<file path="src/design/rom_loader_settings.svh">
// header layout, configuration block size and SDRAM region offsets
// for the ROM download router
`ifndef ROM_LOADER_SETTINGS_SVH
`define ROM_LOADER_SETTINGS_SVH

// download header
`define HEADER_BYTES 64         // full header, bulk data starts past it
`define START_BYTES  8          // four 16-bit region starts, kB units
`define CFG_REGSIZE  24         // board configuration bytes
`define CFG_BYTE     39         // flag byte, bit7 decrypt, bit6 swap

// SDRAM word offsets per region
`define CPU_OFFSET   22'h000000
`define SND_OFFSET   22'h100000
`define PCM_OFFSET   22'h140000
`define GFX_OFFSET   22'h200000

// Q-Sound internal PROM
`define PROM_AW      13         // byte address width

`endif

</file>
<file path="src/design/rom_loader_pkg.sv">
// types shared by the ROM download router
// start table union and region enumeration

package rom_loader_pkg;

    // start table, 8 header bytes
    // shifted in byte by byte, read back as four kB starts
    typedef union packed {
        logic [7:0][7:0] bytes;        // bytes[0] is header byte 0
        struct packed {
            logic [15:0] qsnd_start;   // header bytes 6,7
            logic [15:0] gfx_start;    // header bytes 4,5
            logic [15:0] pcm_start;    // header bytes 2,3
            logic [15:0] snd_start;    // header bytes 0,1
        } kb;
    } start_table_u;

    // bulk data regions in download order
    typedef enum logic [2:0] {
        reg_cpu,                       // main CPU program
        reg_snd,                       // sound CPU program
        reg_pcm,                       // OKI samples
        reg_gfx,                       // tiles and sprites
        reg_qsnd                       // Q-Sound PROM, not in SDRAM
    } region_e;

endpackage

</file>
<file path="src/design/cfg_store.sv">
// board configuration register file
// written by index from the header, combinational read port
`timescale 1ns/1ps
`include "rom_loader_settings.svh"

module cfg_store (
    input  logic       clk,
    input  logic       rst_n,
    input  logic       cfg_we,
    input  logic [4:0] cfg_idx,
    input  logic [7:0] cfg_data,
    input  logic [4:0] cfg_raddr,
    output logic [7:0] cfg_rdata
);

    localparam logic [4:0] NREGS = 5'(`CFG_REGSIZE);

    logic [7:0] regs [0:`CFG_REGSIZE-1];  // one byte per board register

    always_ff @(posedge clk or negedge rst_n) begin
        if (!rst_n) begin
            for (int i = 0; i < `CFG_REGSIZE; i++) begin
                regs[i] <= 8'h00;
            end
        end else if (cfg_we) begin
            regs[cfg_idx] <= cfg_data;
        end
    end

    // out of range reads give zero
    assign cfg_rdata = (cfg_raddr < NREGS) ? regs[cfg_raddr] : 8'h00;

    // header decode must keep the index inside the file
    a_idx_range: assert property (@(posedge clk) disable iff (!rst_n)
        cfg_we |-> cfg_idx < NREGS);

endmodule

</file>
<file path="src/design/header_capture.sv">
// input side of the ROM router
// accept strobe, start table shift register, configuration byte routing
// and decrypt flag latch
`timescale 1ns/1ps
`include "rom_loader_settings.svh"

module header_capture import rom_loader_pkg::*; (
    input  logic         clk,
    input  logic         rst_n,
    input  logic         downloading,
    input  logic         ioctl_wr,
    input  logic         ioctl_wait,
    input  logic [24:0]  ioctl_addr,
    input  logic [7:0]   ioctl_data,
    output start_table_u starts,
    output logic         decrypt,
    output logic         swap_bit,
    output logic         cfg_we,
    output logic [4:0]   cfg_idx,
    output logic [7:0]   cfg_data,
    output logic         accept,
    output logic         in_bulk
);

    localparam logic [24:0] START_END = 25'(`START_BYTES);
    localparam logic [24:0] CFG_FIRST = 25'(2 * `START_BYTES); // table padded to 16
    localparam logic [24:0] CFG_END   = CFG_FIRST + 25'(`CFG_REGSIZE);
    localparam logic [24:0] FLAG_ADDR = 25'(`CFG_BYTE);
    localparam logic [24:0] HDR_END   = 25'(`HEADER_BYTES);

    logic is_start;     // start table bytes
    logic is_cfg;       // config block, bytes 8..15 reserved
    logic bulk_seen;    // a bulk byte went through this download

    assign accept   = downloading && ioctl_wr && !ioctl_wait; // host handshake
    assign is_start = ioctl_addr < START_END;
    assign is_cfg   = ioctl_addr >= CFG_FIRST && ioctl_addr < CFG_END;
    assign in_bulk  = accept && ioctl_addr >= HDR_END;        // sole header range test

    always_ff @(posedge clk or negedge rst_n) begin
        if (!rst_n) begin
            starts    <= '0;
            decrypt   <= 1'b0;
            swap_bit  <= 1'b0;
            bulk_seen <= 1'b0;
        end else if (!downloading) begin
            decrypt   <= 1'b0;  // flags live for one download only
            swap_bit  <= 1'b0;
            bulk_seen <= 1'b0;
        end else if (accept) begin
            if (is_start)
                starts.bytes <= {ioctl_data, starts.bytes[7:1]}; // little-endian
            if (ioctl_addr == FLAG_ADDR)
                {decrypt, swap_bit} <= ioctl_data[7:6];
            if (in_bulk)
                bulk_seen <= 1'b1;
        end
    end

    // config write trails the accept by one edge
    always_ff @(posedge clk or negedge rst_n) begin
        if (!rst_n)
            cfg_we <= 1'b0;
        else
            cfg_we <= accept && is_cfg;
    end

    always_ff @(posedge clk) begin
        cfg_idx  <= ioctl_addr[4:0] - CFG_FIRST[4:0]; // window < 32, wraps cleanly
        cfg_data <= ioctl_data;
    end

    // once bulk data flows the region map must not move under it
    a_table_frozen: assert property (@(posedge clk) disable iff (!rst_n)
        bulk_seen |-> $stable(starts));

endmodule

</file>
<file path="src/design/region_map.sv">
// processing stage of the ROM router
// region decode from the start table, SDRAM address translation,
// lane mask, bank select and CPU byte descrambling, one register stage
`timescale 1ns/1ps
`include "rom_loader_settings.svh"

module region_map import rom_loader_pkg::*; (
    input  logic                clk,
    input  logic                rst_n,
    input  logic                accept,
    input  logic                in_bulk,
    input  logic [24:0]         ioctl_addr,
    input  logic [7:0]          ioctl_data,
    input  start_table_u        starts,
    input  logic                decrypt,
    input  logic                swap_bit,
    output logic                map_valid,
    output logic [21:0]         map_addr,
    output logic [7:0]          map_data,
    output logic [1:0]          map_mask,
    output logic [1:0]          map_bank,
    output logic                map_is_prom,
    output logic [`PROM_AW-1:0] prom_addr_next
);

    localparam logic [24:0] HDR_LEN = 25'(`HEADER_BYTES);

    logic [24:0] bulk_off;     // byte offset past the header
    logic [15:0] off_kb;       // same, in kB
    logic [4:0]  hits;         // per-region match, one-hot when table is sane
    region_e     region;
    logic [15:0] base_kb;      // region start
    logic [21:0] dest_off;     // SDRAM word offset of region
    logic [24:0] region_off;   // byte offset inside region
    logic        crypt;        // this byte needs descrambling
    logic [7:0]  plain;        // descrambled byte

    assign bulk_off = ioctl_addr - HDR_LEN;
    assign off_kb   = {1'b0, bulk_off[24:10]};

    assign hits[0] = off_kb < starts.kb.snd_start;
    assign hits[1] = off_kb >= starts.kb.snd_start && off_kb < starts.kb.pcm_start;
    assign hits[2] = off_kb >= starts.kb.pcm_start && off_kb < starts.kb.gfx_start;
    assign hits[3] = off_kb >= starts.kb.gfx_start && off_kb < starts.kb.qsnd_start;
    assign hits[4] = off_kb >= starts.kb.qsnd_start;

    always_comb begin
        if (hits[0])      region = reg_cpu;   // first match wins
        else if (hits[1]) region = reg_snd;
        else if (hits[2]) region = reg_pcm;
        else if (hits[3]) region = reg_gfx;
        else              region = reg_qsnd;
    end

    always_comb begin
        case (region)
            reg_snd:  begin base_kb = starts.kb.snd_start;  dest_off = `SND_OFFSET; end
            reg_pcm:  begin base_kb = starts.kb.pcm_start;  dest_off = `PCM_OFFSET; end
            reg_gfx:  begin base_kb = starts.kb.gfx_start;  dest_off = `GFX_OFFSET; end
            reg_qsnd: begin base_kb = starts.kb.qsnd_start; dest_off = 22'h0;       end
            default:  begin base_kb = 16'h0;                dest_off = `CPU_OFFSET; end
        endcase
    end

    assign region_off = bulk_off - {base_kb[14:0], 10'd0};

    // upper half of the CPU program, one byte lane per swap setting
    assign crypt = region == reg_cpu && bulk_off[19] && decrypt
                   && (bulk_off[0] ^ swap_bit);

    // bit permutation folded into xor terms
    assign plain = ({8{ ioctl_data[0]}} & 8'h04)
                 ^ ({8{ ioctl_data[1]}} & 8'h21)
                 ^ ({8{ ioctl_data[2]}} & 8'h01)
                 ^ ({8{~ioctl_data[3]}} & 8'h50)
                 ^ ({8{ ioctl_data[4]}} & 8'h40)
                 ^ ({8{ ioctl_data[5]}} & 8'h06)
                 ^ ({8{ ioctl_data[6]}} & 8'h08)
                 ^ ({8{~ioctl_data[7]}} & 8'h88);

    always_ff @(posedge clk or negedge rst_n) begin
        if (!rst_n)
            map_valid <= 1'b0;
        else
            map_valid <= in_bulk;   // header bytes never leave this stage
    end

    always_ff @(posedge clk) begin
        if (accept) begin
            map_addr       <= region_off[22:1] + dest_off;   // 16-bit words
            map_data       <= crypt ? plain : ioctl_data;
            map_mask       <= ioctl_addr[0] ? 2'b01 : 2'b10; // active low lanes
            map_bank       <= region == reg_cpu ? 2'b01 :
                              region == reg_gfx ? 2'b10 : 2'b00;
            map_is_prom    <= region == reg_qsnd;
            prom_addr_next <= region_off[`PROM_AW-1:0];      // PROM is byte wide
        end
    end

    // a broken start table would route a byte nowhere or twice
    a_one_region: assert property (@(posedge clk) disable iff (!rst_n)
        map_valid |-> $onehot($past(hits)));

endmodule

</file>
<file path="src/design/rom_loader_top.sv">
// top level of the ROM download router
// header capture, config store, region map and SDRAM write port
`timescale 1ns/1ps
`include "rom_loader_settings.svh"

module rom_loader_top import rom_loader_pkg::*; (
    input  logic                clk,
    input  logic                rst_n,
    // host ioctl port
    input  logic                downloading,
    input  logic                ioctl_wr,
    input  logic [24:0]         ioctl_addr,
    input  logic [7:0]          ioctl_data,
    output logic                ioctl_wait,
    // SDRAM programming port
    output logic [21:0]         prog_addr,
    output logic [7:0]          prog_data,
    output logic [1:0]          prog_mask,   // active low
    output logic [1:0]          prog_bank,
    output logic                prog_we,
    input  logic                sdram_ack,
    // Q-Sound PROM
    output logic [`PROM_AW-1:0] prom_addr,
    output logic [7:0]          prom_data,
    output logic                prom_we,
    // board config readback
    input  logic [4:0]          cfg_raddr,
    output logic [7:0]          cfg_rdata
);

    start_table_u       starts;
    logic               decrypt, swap_bit;
    logic               cfg_we;
    logic [4:0]         cfg_idx;
    logic [7:0]         cfg_data;
    logic               accept, in_bulk;
    logic               map_valid, map_is_prom;
    logic [21:0]        map_addr;
    logic [7:0]         map_data;
    logic [1:0]         map_mask, map_bank;
    logic [`PROM_AW-1:0] prom_addr_next;

    header_capture u_hdr (
        .clk, .rst_n, .downloading, .ioctl_wr, .ioctl_wait,
        .ioctl_addr, .ioctl_data, .starts, .decrypt, .swap_bit,
        .cfg_we, .cfg_idx, .cfg_data, .accept, .in_bulk
    );

    cfg_store u_cfg (
        .clk, .rst_n, .cfg_we, .cfg_idx, .cfg_data, .cfg_raddr, .cfg_rdata
    );

    region_map u_map (
        .clk, .rst_n, .accept, .in_bulk, .ioctl_addr, .ioctl_data,
        .starts, .decrypt, .swap_bit, .map_valid, .map_addr, .map_data,
        .map_mask, .map_bank, .map_is_prom, .prom_addr_next
    );

    sdram_write_port u_wr (
        .clk, .rst_n, .downloading, .accept, .in_bulk,
        .map_valid, .map_addr, .map_data, .map_mask, .map_bank, .map_is_prom,
        .prom_addr_next, .sdram_ack,
        .prog_addr, .prog_data, .prog_mask, .prog_bank, .prog_we,
        .prom_addr, .prom_data, .prom_we, .ioctl_wait
    );

endmodule

</file>
<file path="src/design/sdram_write_port.sv">
// output side of the ROM router
// SDRAM write held until ack, PROM write pulse, host back-pressure
`timescale 1ns/1ps
`include "rom_loader_settings.svh"

module sdram_write_port (
    input  logic                clk,
    input  logic                rst_n,
    input  logic                downloading,
    input  logic                accept,
    input  logic                in_bulk,
    input  logic                map_valid,
    input  logic [21:0]         map_addr,
    input  logic [7:0]          map_data,
    input  logic [1:0]          map_mask,
    input  logic [1:0]          map_bank,
    input  logic                map_is_prom,
    input  logic [`PROM_AW-1:0] prom_addr_next,
    input  logic                sdram_ack,
    output logic [21:0]         prog_addr,
    output logic [7:0]          prog_data,
    output logic [1:0]          prog_mask,
    output logic [1:0]          prog_bank,
    output logic                prog_we,
    output logic [`PROM_AW-1:0] prom_addr,
    output logic [7:0]          prom_data,
    output logic                prom_we,
    output logic                ioctl_wait
);

    always_ff @(posedge clk or negedge rst_n) begin
        if (!rst_n) begin
            prog_we    <= 1'b0;
            prom_we    <= 1'b0;
            ioctl_wait <= 1'b0;
        end else if (!downloading) begin
            prog_we    <= 1'b0;   // abort pending write
            prom_we    <= 1'b0;
            ioctl_wait <= 1'b0;
        end else begin
            prom_we <= map_valid && map_is_prom;
            if (map_valid && !map_is_prom)
                prog_we <= 1'b1;
            else if (sdram_ack)
                prog_we <= 1'b0;
            // stall host until the byte has left
            if (accept && in_bulk)
                ioctl_wait <= 1'b1;
            else if ((prog_we && sdram_ack) || prom_we)
                ioctl_wait <= 1'b0;
        end
    end

    // fields only load on a new write, so they hold through the wait
    always_ff @(posedge clk) begin
        if (map_valid && !map_is_prom) begin
            prog_addr <= map_addr;
            prog_data <= map_data;
            prog_mask <= map_mask;
            prog_bank <= map_bank;
        end
        if (map_valid && map_is_prom) begin
            prom_addr <= prom_addr_next;
            prom_data <= map_data;
        end
    end

    a_prog_hold: assert property (@(posedge clk) disable iff (!rst_n)
        prog_we && !sdram_ack && downloading |=>
            prog_we && $stable({prog_addr, prog_data, prog_mask, prog_bank}));

endmodule

</file>
<file path="config.mk">
export PLATFORM = sky130hd
export DESIGN_NAME = rom_loader_top
export DESIGN_NICKNAME = d
export VERILOG_FILES = /design/src/design/rom_loader_pkg.sv /design/src/design/cfg_store.sv /design/src/design/header_capture.sv /design/src/design/region_map.sv /design/src/design/rom_loader_top.sv /design/src/design/sdram_write_port.sv
export VERILOG_INCLUDE_DIRS = /design/src /design/src/design
export SDC_FILE = /design/constraint.sdc
export NUM_CORES = 1
export LEC_CHECK = 0
export ABC_AREA = 1
export BUFFER_PORTS_ARGS = -buffer_cell sky130_fd_sc_hd__buf_2
export CAP_MARGIN = 10
export CORE_MARGIN = 8
export CORE_UTILIZATION = 55
export DETAILED_ROUTE_END_ITERATION = 12
export GPL_TIMING_DRIVEN = 0
export PLACE_DENSITY = 0.84
export SLEW_MARGIN = 20
export SYNTH_ARGS = -nofsm -noshare
export SYNTH_HDL_FRONTEND = slang
export SYNTH_SLANG_ARGS = --single-unit
</file>
<file path="constraint.sdc">
create_clock -name clk -period 6.5 [get_ports clk]
set_clock_uncertainty 0.2 [all_clocks]
set_input_delay 0.65 -clock clk [delete_from_list [all_inputs] [get_ports clk]]
set_output_delay 0.65 -clock clk [all_outputs]
set_load 0.02 [all_outputs]
</file>
# [After elaboration in Yosys (flattened, before gate mapping)]
# Cells that the tools add are included.
[word_totals] regBits=379 in_bits=43 out_inout_bits=66 wordCells=137
[op_classes] n_addsub=4 n_lt_le_gt_ge=15 eq_ne=9 mux=29 bitwise=12 n_reduce_logical=22
[ops] operator="192-bit bitwise mux" count=1
[ops] operator="22-bit case mux with 3 select lines" count=1
[ops] operator="15-bit by 16-bit less-than comparator with 1-bit output" count=4
[ops] operator="13-bit case mux with 4 select lines" count=1
[ops] operator="15-bit by 16-bit >= comparator with 1-bit output" count=3
[ops] operator="8-bit binary-select mux with 5-bit select" count=1
[ops] operator="8-bit demux with 5-bit select" count=1
[ops] operator="8-bit 2-to-1 mux" count=5
[ops] operator="25-bit by 6-bit == test with 1-bit output, second input constant" count=1
[ops] operator="25-bit by 5-bit >= comparator with 1-bit output, second input constant" count=1
[ops] operator="25-bit by 7-bit >= comparator with 1-bit output, second input constant" count=1
[ops] operator="25-bit by 4-bit less-than comparator with 1-bit output, second input constant" count=1
[ops] operator="25-bit by 6-bit less-than comparator with 1-bit output, second input constant" count=1
[ops] operator="25-bit by 7-bit subtractor with 25-bit output, second input constant" count=1
[ops] operator="23-bit subtractor" count=1
[ops] operator="22-bit adder" count=1
[ops] operator="1-bit logical AND" count=16
[ops] operator="8-bit by 7-bit XOR with 8-bit output" count=2
[ops] operator="1-bit 2-to-1 mux" count=13
[ops] operator="6-bit >= comparator, second input constant" count=2
[ops] operator="3-bit 2-to-1 mux" count=4
[ops] operator="5-bit NOT with 6-bit output" count=2
[ops] operator="8-bit by 1-bit XOR with 8-bit output" count=1
[ops] operator="8-bit by 3-bit XOR with 8-bit output" count=1
[ops] operator="other kinds (19)" count=25

# [Depth between registers and ports, before layout]
[logic_depth] depth_word=12 ltp_mapped=43

# [Modules after synthesis]
# Synthesis repeated with hierarchy kept, for this count alone.
[unflattened] hier_cells=2084 area_unflattened_um2=18310.1
[by_module_without_submodules] mod="cfg_store" n_inst=1 cells_each=1108 area_each_um2=8886.0 seq_area_each_um2=4804.6
[by_module_without_submodules] mod="region_map" n_inst=1 cells_each=540 area_each_um2=4216.5 seq_area_each_um2=1076.0
[by_module_without_submodules] mod="header_capture" n_inst=1 cells_each=363 area_each_um2=3412.0 seq_area_each_um2=1936.9
[by_module_without_submodules] mod="sdram_write_port" n_inst=1 cells_each=73 area_each_um2=1795.5 seq_area_each_um2=1726.7

# [Least setup slack after synthesis]
# Ideal clock, no wire load.
[synth_timing] path_kind="input to register" from="in ioctl_addr[9]" to="reg u_map.map_addr[21] (data pin)" setup_time_ns=0.253 t_arrival_ns=5.415 setup_slack_ns=0.632 cell_stages=42 cell_sequence="nor2_2 > inv_2 > nor3_4 > nand3_2 > nor2_4 > inv_2 > nor3_4 > nand3_1 > xnor2_1 > ha_1 > a21o_1 > a22oi_1 > and2_1 > nand3_1 > nand2_1 > inv_1 > nand2_1 > nand2_1 > (+6 left out) > nand2_1 > inv_1 > nand3_1 > o21ai_0 > a21oi_1 > o21ai_0 > nand2_1 > nand2_1 > a21oi_1 > xor2_1 > ha_1 > nand3_1 > nand2_1 > nand2_1 > nand2_1 > inv_1 > nand4_1 > nand2_1"
[synth_between] elab_chain_cells=11 elab_cells_between_ends=23 classes_between="add/sub (3); order compare (7); eq/ne (4); mux (6); reduce/logical (3)"
[synth_rtl] element="start, declared" line="rom_loader_top.sv:12" source="input logic [24:0] ioctl_addr,"
[synth_rtl] element="25-bit by 7-bit subtractor with 25-bit output (*)" line="region_map.sv:38" source="assign bulk_off = ioctl_addr - HDR_LEN;"
[synth_rtl] element="15-bit by 16-bit >= comparator with 1-bit output / 15-bit by 16-bit less-than comparator with 1-bit output (equally long branches)" line="region_map.sv:44" source="assign hits[3] = off_kb >= starts.kb.gfx_start && off_kb < starts.kb.qsnd_start;"
[synth_rtl] element="1-bit logical AND" line="region_map.sv:44"
[synth_rtl] element="3-bit 2-to-1 mux" line="region_map.sv:51" source="else if (hits[3]) region = reg_gfx;"
[synth_rtl] element="3-bit 2-to-1 mux" line="region_map.sv:50" source="else if (hits[2]) region = reg_pcm;"
[synth_rtl] element="3-bit 2-to-1 mux" line="region_map.sv:49" source="else if (hits[1]) region = reg_snd;"
[synth_rtl] element="3-bit 2-to-1 mux" line="region_map.sv:48" source="if (hits[0]) region = reg_cpu;"
[synth_rtl] element="3-bit == test (tied with other cells)" line="region_map.sv:56" source="case (region)"
[synth_rtl] element="13-bit case mux with 4 select lines" line="region_map.sv:56"
[synth_rtl] element="23-bit subtractor" line="region_map.sv:65" source="assign region_off = bulk_off - {base_kb[14:0], 10'd0};"
[synth_rtl] element="22-bit adder (*)" line="region_map.sv:90" source="map_addr <= region_off[22:1] + dest_off;"
[synth_rtl] element="end signal, assigned" line="region_map.sv:90"
[synth_rtl] element="end, declared" line="region_map.sv:18" source="output logic [21:0] map_addr,"
# Mark *: on every way between the ends. The rest lies on a longest branch, timed or not.
# A chain may end at the register's enable or synchronous reset.

# [Worst setup path in the final report]
# Ends and elaborated chain as after synthesis.

==> flow_metrics.py <==
metrics = {
    "outcome": {
        "status": "finished clean",
    },
    "placement": {
        "place_congestion": 0.948,
        "port_buffers": 104,
        "dp_hpwl_mm": 35.5,
    },
    "setup_path": {
        "worst-endpoint-arrival_ns": 6.42,
        "cp_max_fo": 10,
        "cp-start-kind": "primary input",
        "crit_type": "primary input to flip-flop",
        "cp-end-kind": "flip-flop",
        "critPathMostFrequentCell": "nand2_1",
        "critPathSlowestCell": "ha_1",
        "required_ns": 6.58,
        "critPathMaxStageDelay_ns": 0.36,
    },
    "finish": {
        "fin_util_pct": 64.3,
        "fillers": 2461,
        "multi_input_area_um2": 7070,
        "drive_above_1_share_pct": 12.1,
        "areaGrowthSynthToFinish_pct": 16.1,
        "nets": 2163,
        "regArea_um2": 9540,
    },
    "global_routing": {
        "busiest_layer": "met2",
        "grt_antenna_before_repair": 5,
        "grt_usage_pct": 26.2,
        "grt_max_degree": 84,
        "grt_pass1_wl_mm": 78.6,
        "grt_pass1_vias": 14400,
        "grt_use_met2_pct": 42.3,
        "gr-usage-met3_pct": 5.24,
        "grt_overflow": 0,
        "use_met1_pct": 34.1,
    },
    "worst_hold_path": {
        "holdCritPathClass": "primary input to flip-flop",
    },
    "pwr": {
        "powerDensity_nw_per_um2": 251,
        "power_frac_clock_pct": 44.0,
        "p_comb_share_pct": 8.5,
        "switching_share_pct": 24.4,
        "p_leak_nw": 8.66,
        "p_switching_mw": 1.23,
        "p_int_mw": 3.83,
        "ir_drop_mv": 0.173,
        "pwr-share-seq_pct": 47.5,
        "total_power_mw": 5.06,
    },
    "synthesis": {
        "postSynthAreaPerCell_um2": 9.22,
        "synth_edf_count": 90,
        "yosysSeqAreaShare_pct": 55.1,
        "yosysWarnings": 0,
        "syn_nets": 2002,
        "syn-cell-area_um2": 17300,
        "syn_inst": 1881,
        "yosysUniqueCellTypes": 49,
        "ys_ff_latch": 366,
        "synthArstFlopShare_pct": 71.9,
        "synthFlopType": "dfrtp_1",
    },
    "die": {
        "rows": 65,
        "die_area_um2": 37500,
        "dieHeight_um": 194,
        "dieWidth_um": 194,
        "initial_utilization_pct": 55.4,
        "core_area_um2": 31300,
        "io_pins": 109,
    },
    "clocking": {
        "cts-root-buf": "clkbuf_16",
        "htreeDepth": 2,
        "clk_latency_ns": 0.54,
        "cts_sinks": 366,
        "clkTransAtPathRegs_ns": 0.06,
        "clockBufferDepth": 3,
        "cts_tree": "built",
        "cts_inserted_buffers": 39,
    },
    "timing": {
        "finalCritPeriodShare_pct": 97.6,
        "finalHoldWorstSlack_ns": 0.0620,
        "post-route-min-period_ns": 6.34,
        "tightest_slew_ns": 0.935,
        "max_slew_margin_pct": 37.3,
        "finalHoldViolCount": 0,
        "drv_slew": 0,
        "clock.fmax_ghz": 0.158,
        "setup_viol": 0,
    },
    "drt": {
        "drt_iter0_markers": 1757,
        "routed_wl_mm": 50.8,
        "dr.pass1.iters": 6,
        "dr_total_vias": 14900,
        "drc": 0,
        "ant_nets": 0,
        "vias_per_cell": 6.00,
        "wire_per_inst_um": 20.5,
    },
    "job": {
        "drv_cap": 0,
    },
}
## synthesized netlist by cell type (3+ instances only)
cell        n  area [um2]
nand2_1   464        1740
nand3_1    33         165
inv_1     152         571
xor2_1     17         149
nand4_1    11        68.8
o22ai_1    11        68.8
buf_2      11        55.1
buf_1       4        15.0
a32oi_1    12         105
xnor2_1    11        96.3
nor4_1      5        31.3
o221ai_1   16         140
a211oi_1    3        22.5
nor2_1    118         443
o21ai_2     3        26.3
a21o_1      4        30.0
a32o_1      8        80.1
edfxtp_1   90        2700
o211ai_1   20         150
dfxtp_1    13         260
ha_1       77         963
mux2_2      3        33.8
nor3_1     23         115
a22oi_1     3        22.5
o21ai_0   299        1500
inv_2       3        11.3
a21oi_1    67         335
clkbuf_1   79         297
mux2i_1    16         160
dfrtp_1   263        6580
o311ai_0   16         140
## area by class of cell
cell class,count,share of cell area (%)
sequential,366,47.4
multi-input combinational,1264,35.1
clock buffer,52,5.46
timing repair buffer,120,3.70
inverter,155,2.89
tap,402,2.50
buffer,96,1.95
clock inverter,19,0.870
antenna,6,0.0746
## state kept, by name, summed over array words and instances (netlist names)
| signal | count |
|---|---|
| u_wr.prog_addr | 22 |
| u_hdr.starts | 64 |
| u_wr.prog_bank | 2 |
| u_hdr.decrypt | 1 |
| u_map.map_mask | 1 |
| u_map.map_addr | 11 |
| u_map.map_bank | 2 |
| u_wr.prog_data | 8 |
| u_wr.prog_we | 1 |
| u_hdr.cfg_idx | 5 |
| u_map.map_is_prom | 1 |
| u_map.prom_addr_next | 12 |
| u_wr.ioctl_wait | 1 |
| u_wr.prom_addr | 13 |
| u_map.map_data | 8 |
| u_map.map_valid | 1 |
| u_wr.prog_mask | 2 |
| u_hdr.swap_bit | 1 |
| u_hdr.cfg_data | 8 |
| u_wr.prom_data | 8 |
| u_cfg.regs | 192 |
| u_wr.prom_we | 1 |
| u_hdr.cfg_we | 1 |
## cells in the final DEF, fill, tap and decap left out, types with 4 or more instances in the layout
master | netlist | final
clkbuf_16 | 0 | 42
nand2_1 | 464 | 460
dfrtp_1 | 263 | 263
nor4_1 | 5 | 5
nand3_2 | 1 | 4
xor2_1 | 17 | 12
o211ai_1 | 20 | 20
a21o_1 | 4 | 4
nand2_2 | 0 | 4
nand4_1 | 11 | 11
buf_4 | 1 | 13
inv_2 | 3 | 5
o22ai_1 | 11 | 8
o21ai_0 | 299 | 297
nor2_4 | 2 | 7
o221ai_1 | 16 | 16
a21oi_1 | 67 | 67
buf_16 | 0 | 4
a32o_1 | 8 | 8
nor3_2 | 0 | 6
buf_2 | 11 | 112
a32oi_1 | 12 | 12
dfxtp_1 | 13 | 13
mux2i_1 | 16 | 16
nor3_1 | 23 | 16
clkinv_2 | 0 | 11
edfxtp_1 | 90 | 90
xnor2_1 | 11 | 6
inv_1 | 152 | 150
clkbuf_1 | 79 | 87
buf_1 | 4 | 4
o21ai_2 | 3 | 4
nand3_1 | 33 | 30
ha_1 | 77 | 76
o311ai_0 | 16 | 16
diode_2 | 0 | 6
nor2_1 | 118 | 114
xor2_2 | 1 | 5
## routing by layer
metal / part of all wire (%) / vias up
li1: - / 6702
met1: 40 / 7144
met2: 46 / 836
met3: 9.4 / 194
met4: 4.7 / 2
met5: 0.026 / -
## critical path: cells and delay by family
family / cells / cell delay (ns)
AOI/OAI and AO/OA: 10 / 1.61
buffers and inverters: 7 / 0.76
xor gates and xnor gates: 2 / 0.44
adders and majority gates: 3 / 0.99
and+or+nand+nor: 18 / 1.96
## kinds of logic (layout without fill, tap and decap cells)
logic type	Yosys count	count (layout)	synth area share, %
simple gates	665	665	15.5
compound gates	473	473	15.6
flops	366	366	55.1
buf+inv	251	442	5.58
fa+ha+maj	78	78	5.67
xor+xnor	29	29	1.51
mux	19	19	1.12
other cells	0	6	0
## path summary, 6_finish.rpt
path	slack, ns	depth (start not counted)	endpoint	startpoint
worst min-delay path	0.06	1	u_hdr.cfg_data[3]	ioctl_data[3]
worst max-delay path	0.16	40	u_map.map_addr[21]	ioctl_addr[9]
worst max register to register	1.35	31	u_map.map_addr[21]	u_hdr.starts[19]
min in group asynchronous	0.45	2	u_wr.ioctl_wait	rst_n
max in group asynchronous	4.52	4	u_cfg.regs[53]	rst_n
worst min register to register	0.21	0	u_wr.prog_addr[13]	u_map.map_addr[13]
## stage by stage
step | setup WS [ns] | area (um2) | instances | setup TNS, ns
after detailed placement | -1.11 | 18500 | 2391 | -2.80
after global routing | -0.0466 | 20100 | 2479 | -0.0466
after global placement | -0.945 | 18400 | 2387 | -6.96
after CTS | 0.00688 | 19900 | 2467 | 0
final | 0.155 | 20100 | 2480 | 0
after floorplan | 0.632 | 17300 | 1881 | 0
## what timing repair did
action,4_1_cts,5_1_grt
hold buffers,1,0
gates resized for setup,13,36
endpoints found under the setup margin,3,3
gates cloned,0,0
buffers inserted,4,7
endpoints found under the hold margin,56,0
pin swaps,2,9
## power groups by stage
stage | clock network [mW] | logic (mW) | registers [mW]
floorplan | 0 | 0.206 | 2.46
global placement | 0 | 0.377 | 2.45
detailed placement | 0 | 0.396 | 2.45
CTS | 2.24 | 0.406 | 2.41
global route | 2.33 | 0.460 | 2.41
finish | 2.23 | 0.428 | 2.40
No activity file was read; power rests on OpenSTA's default activity.
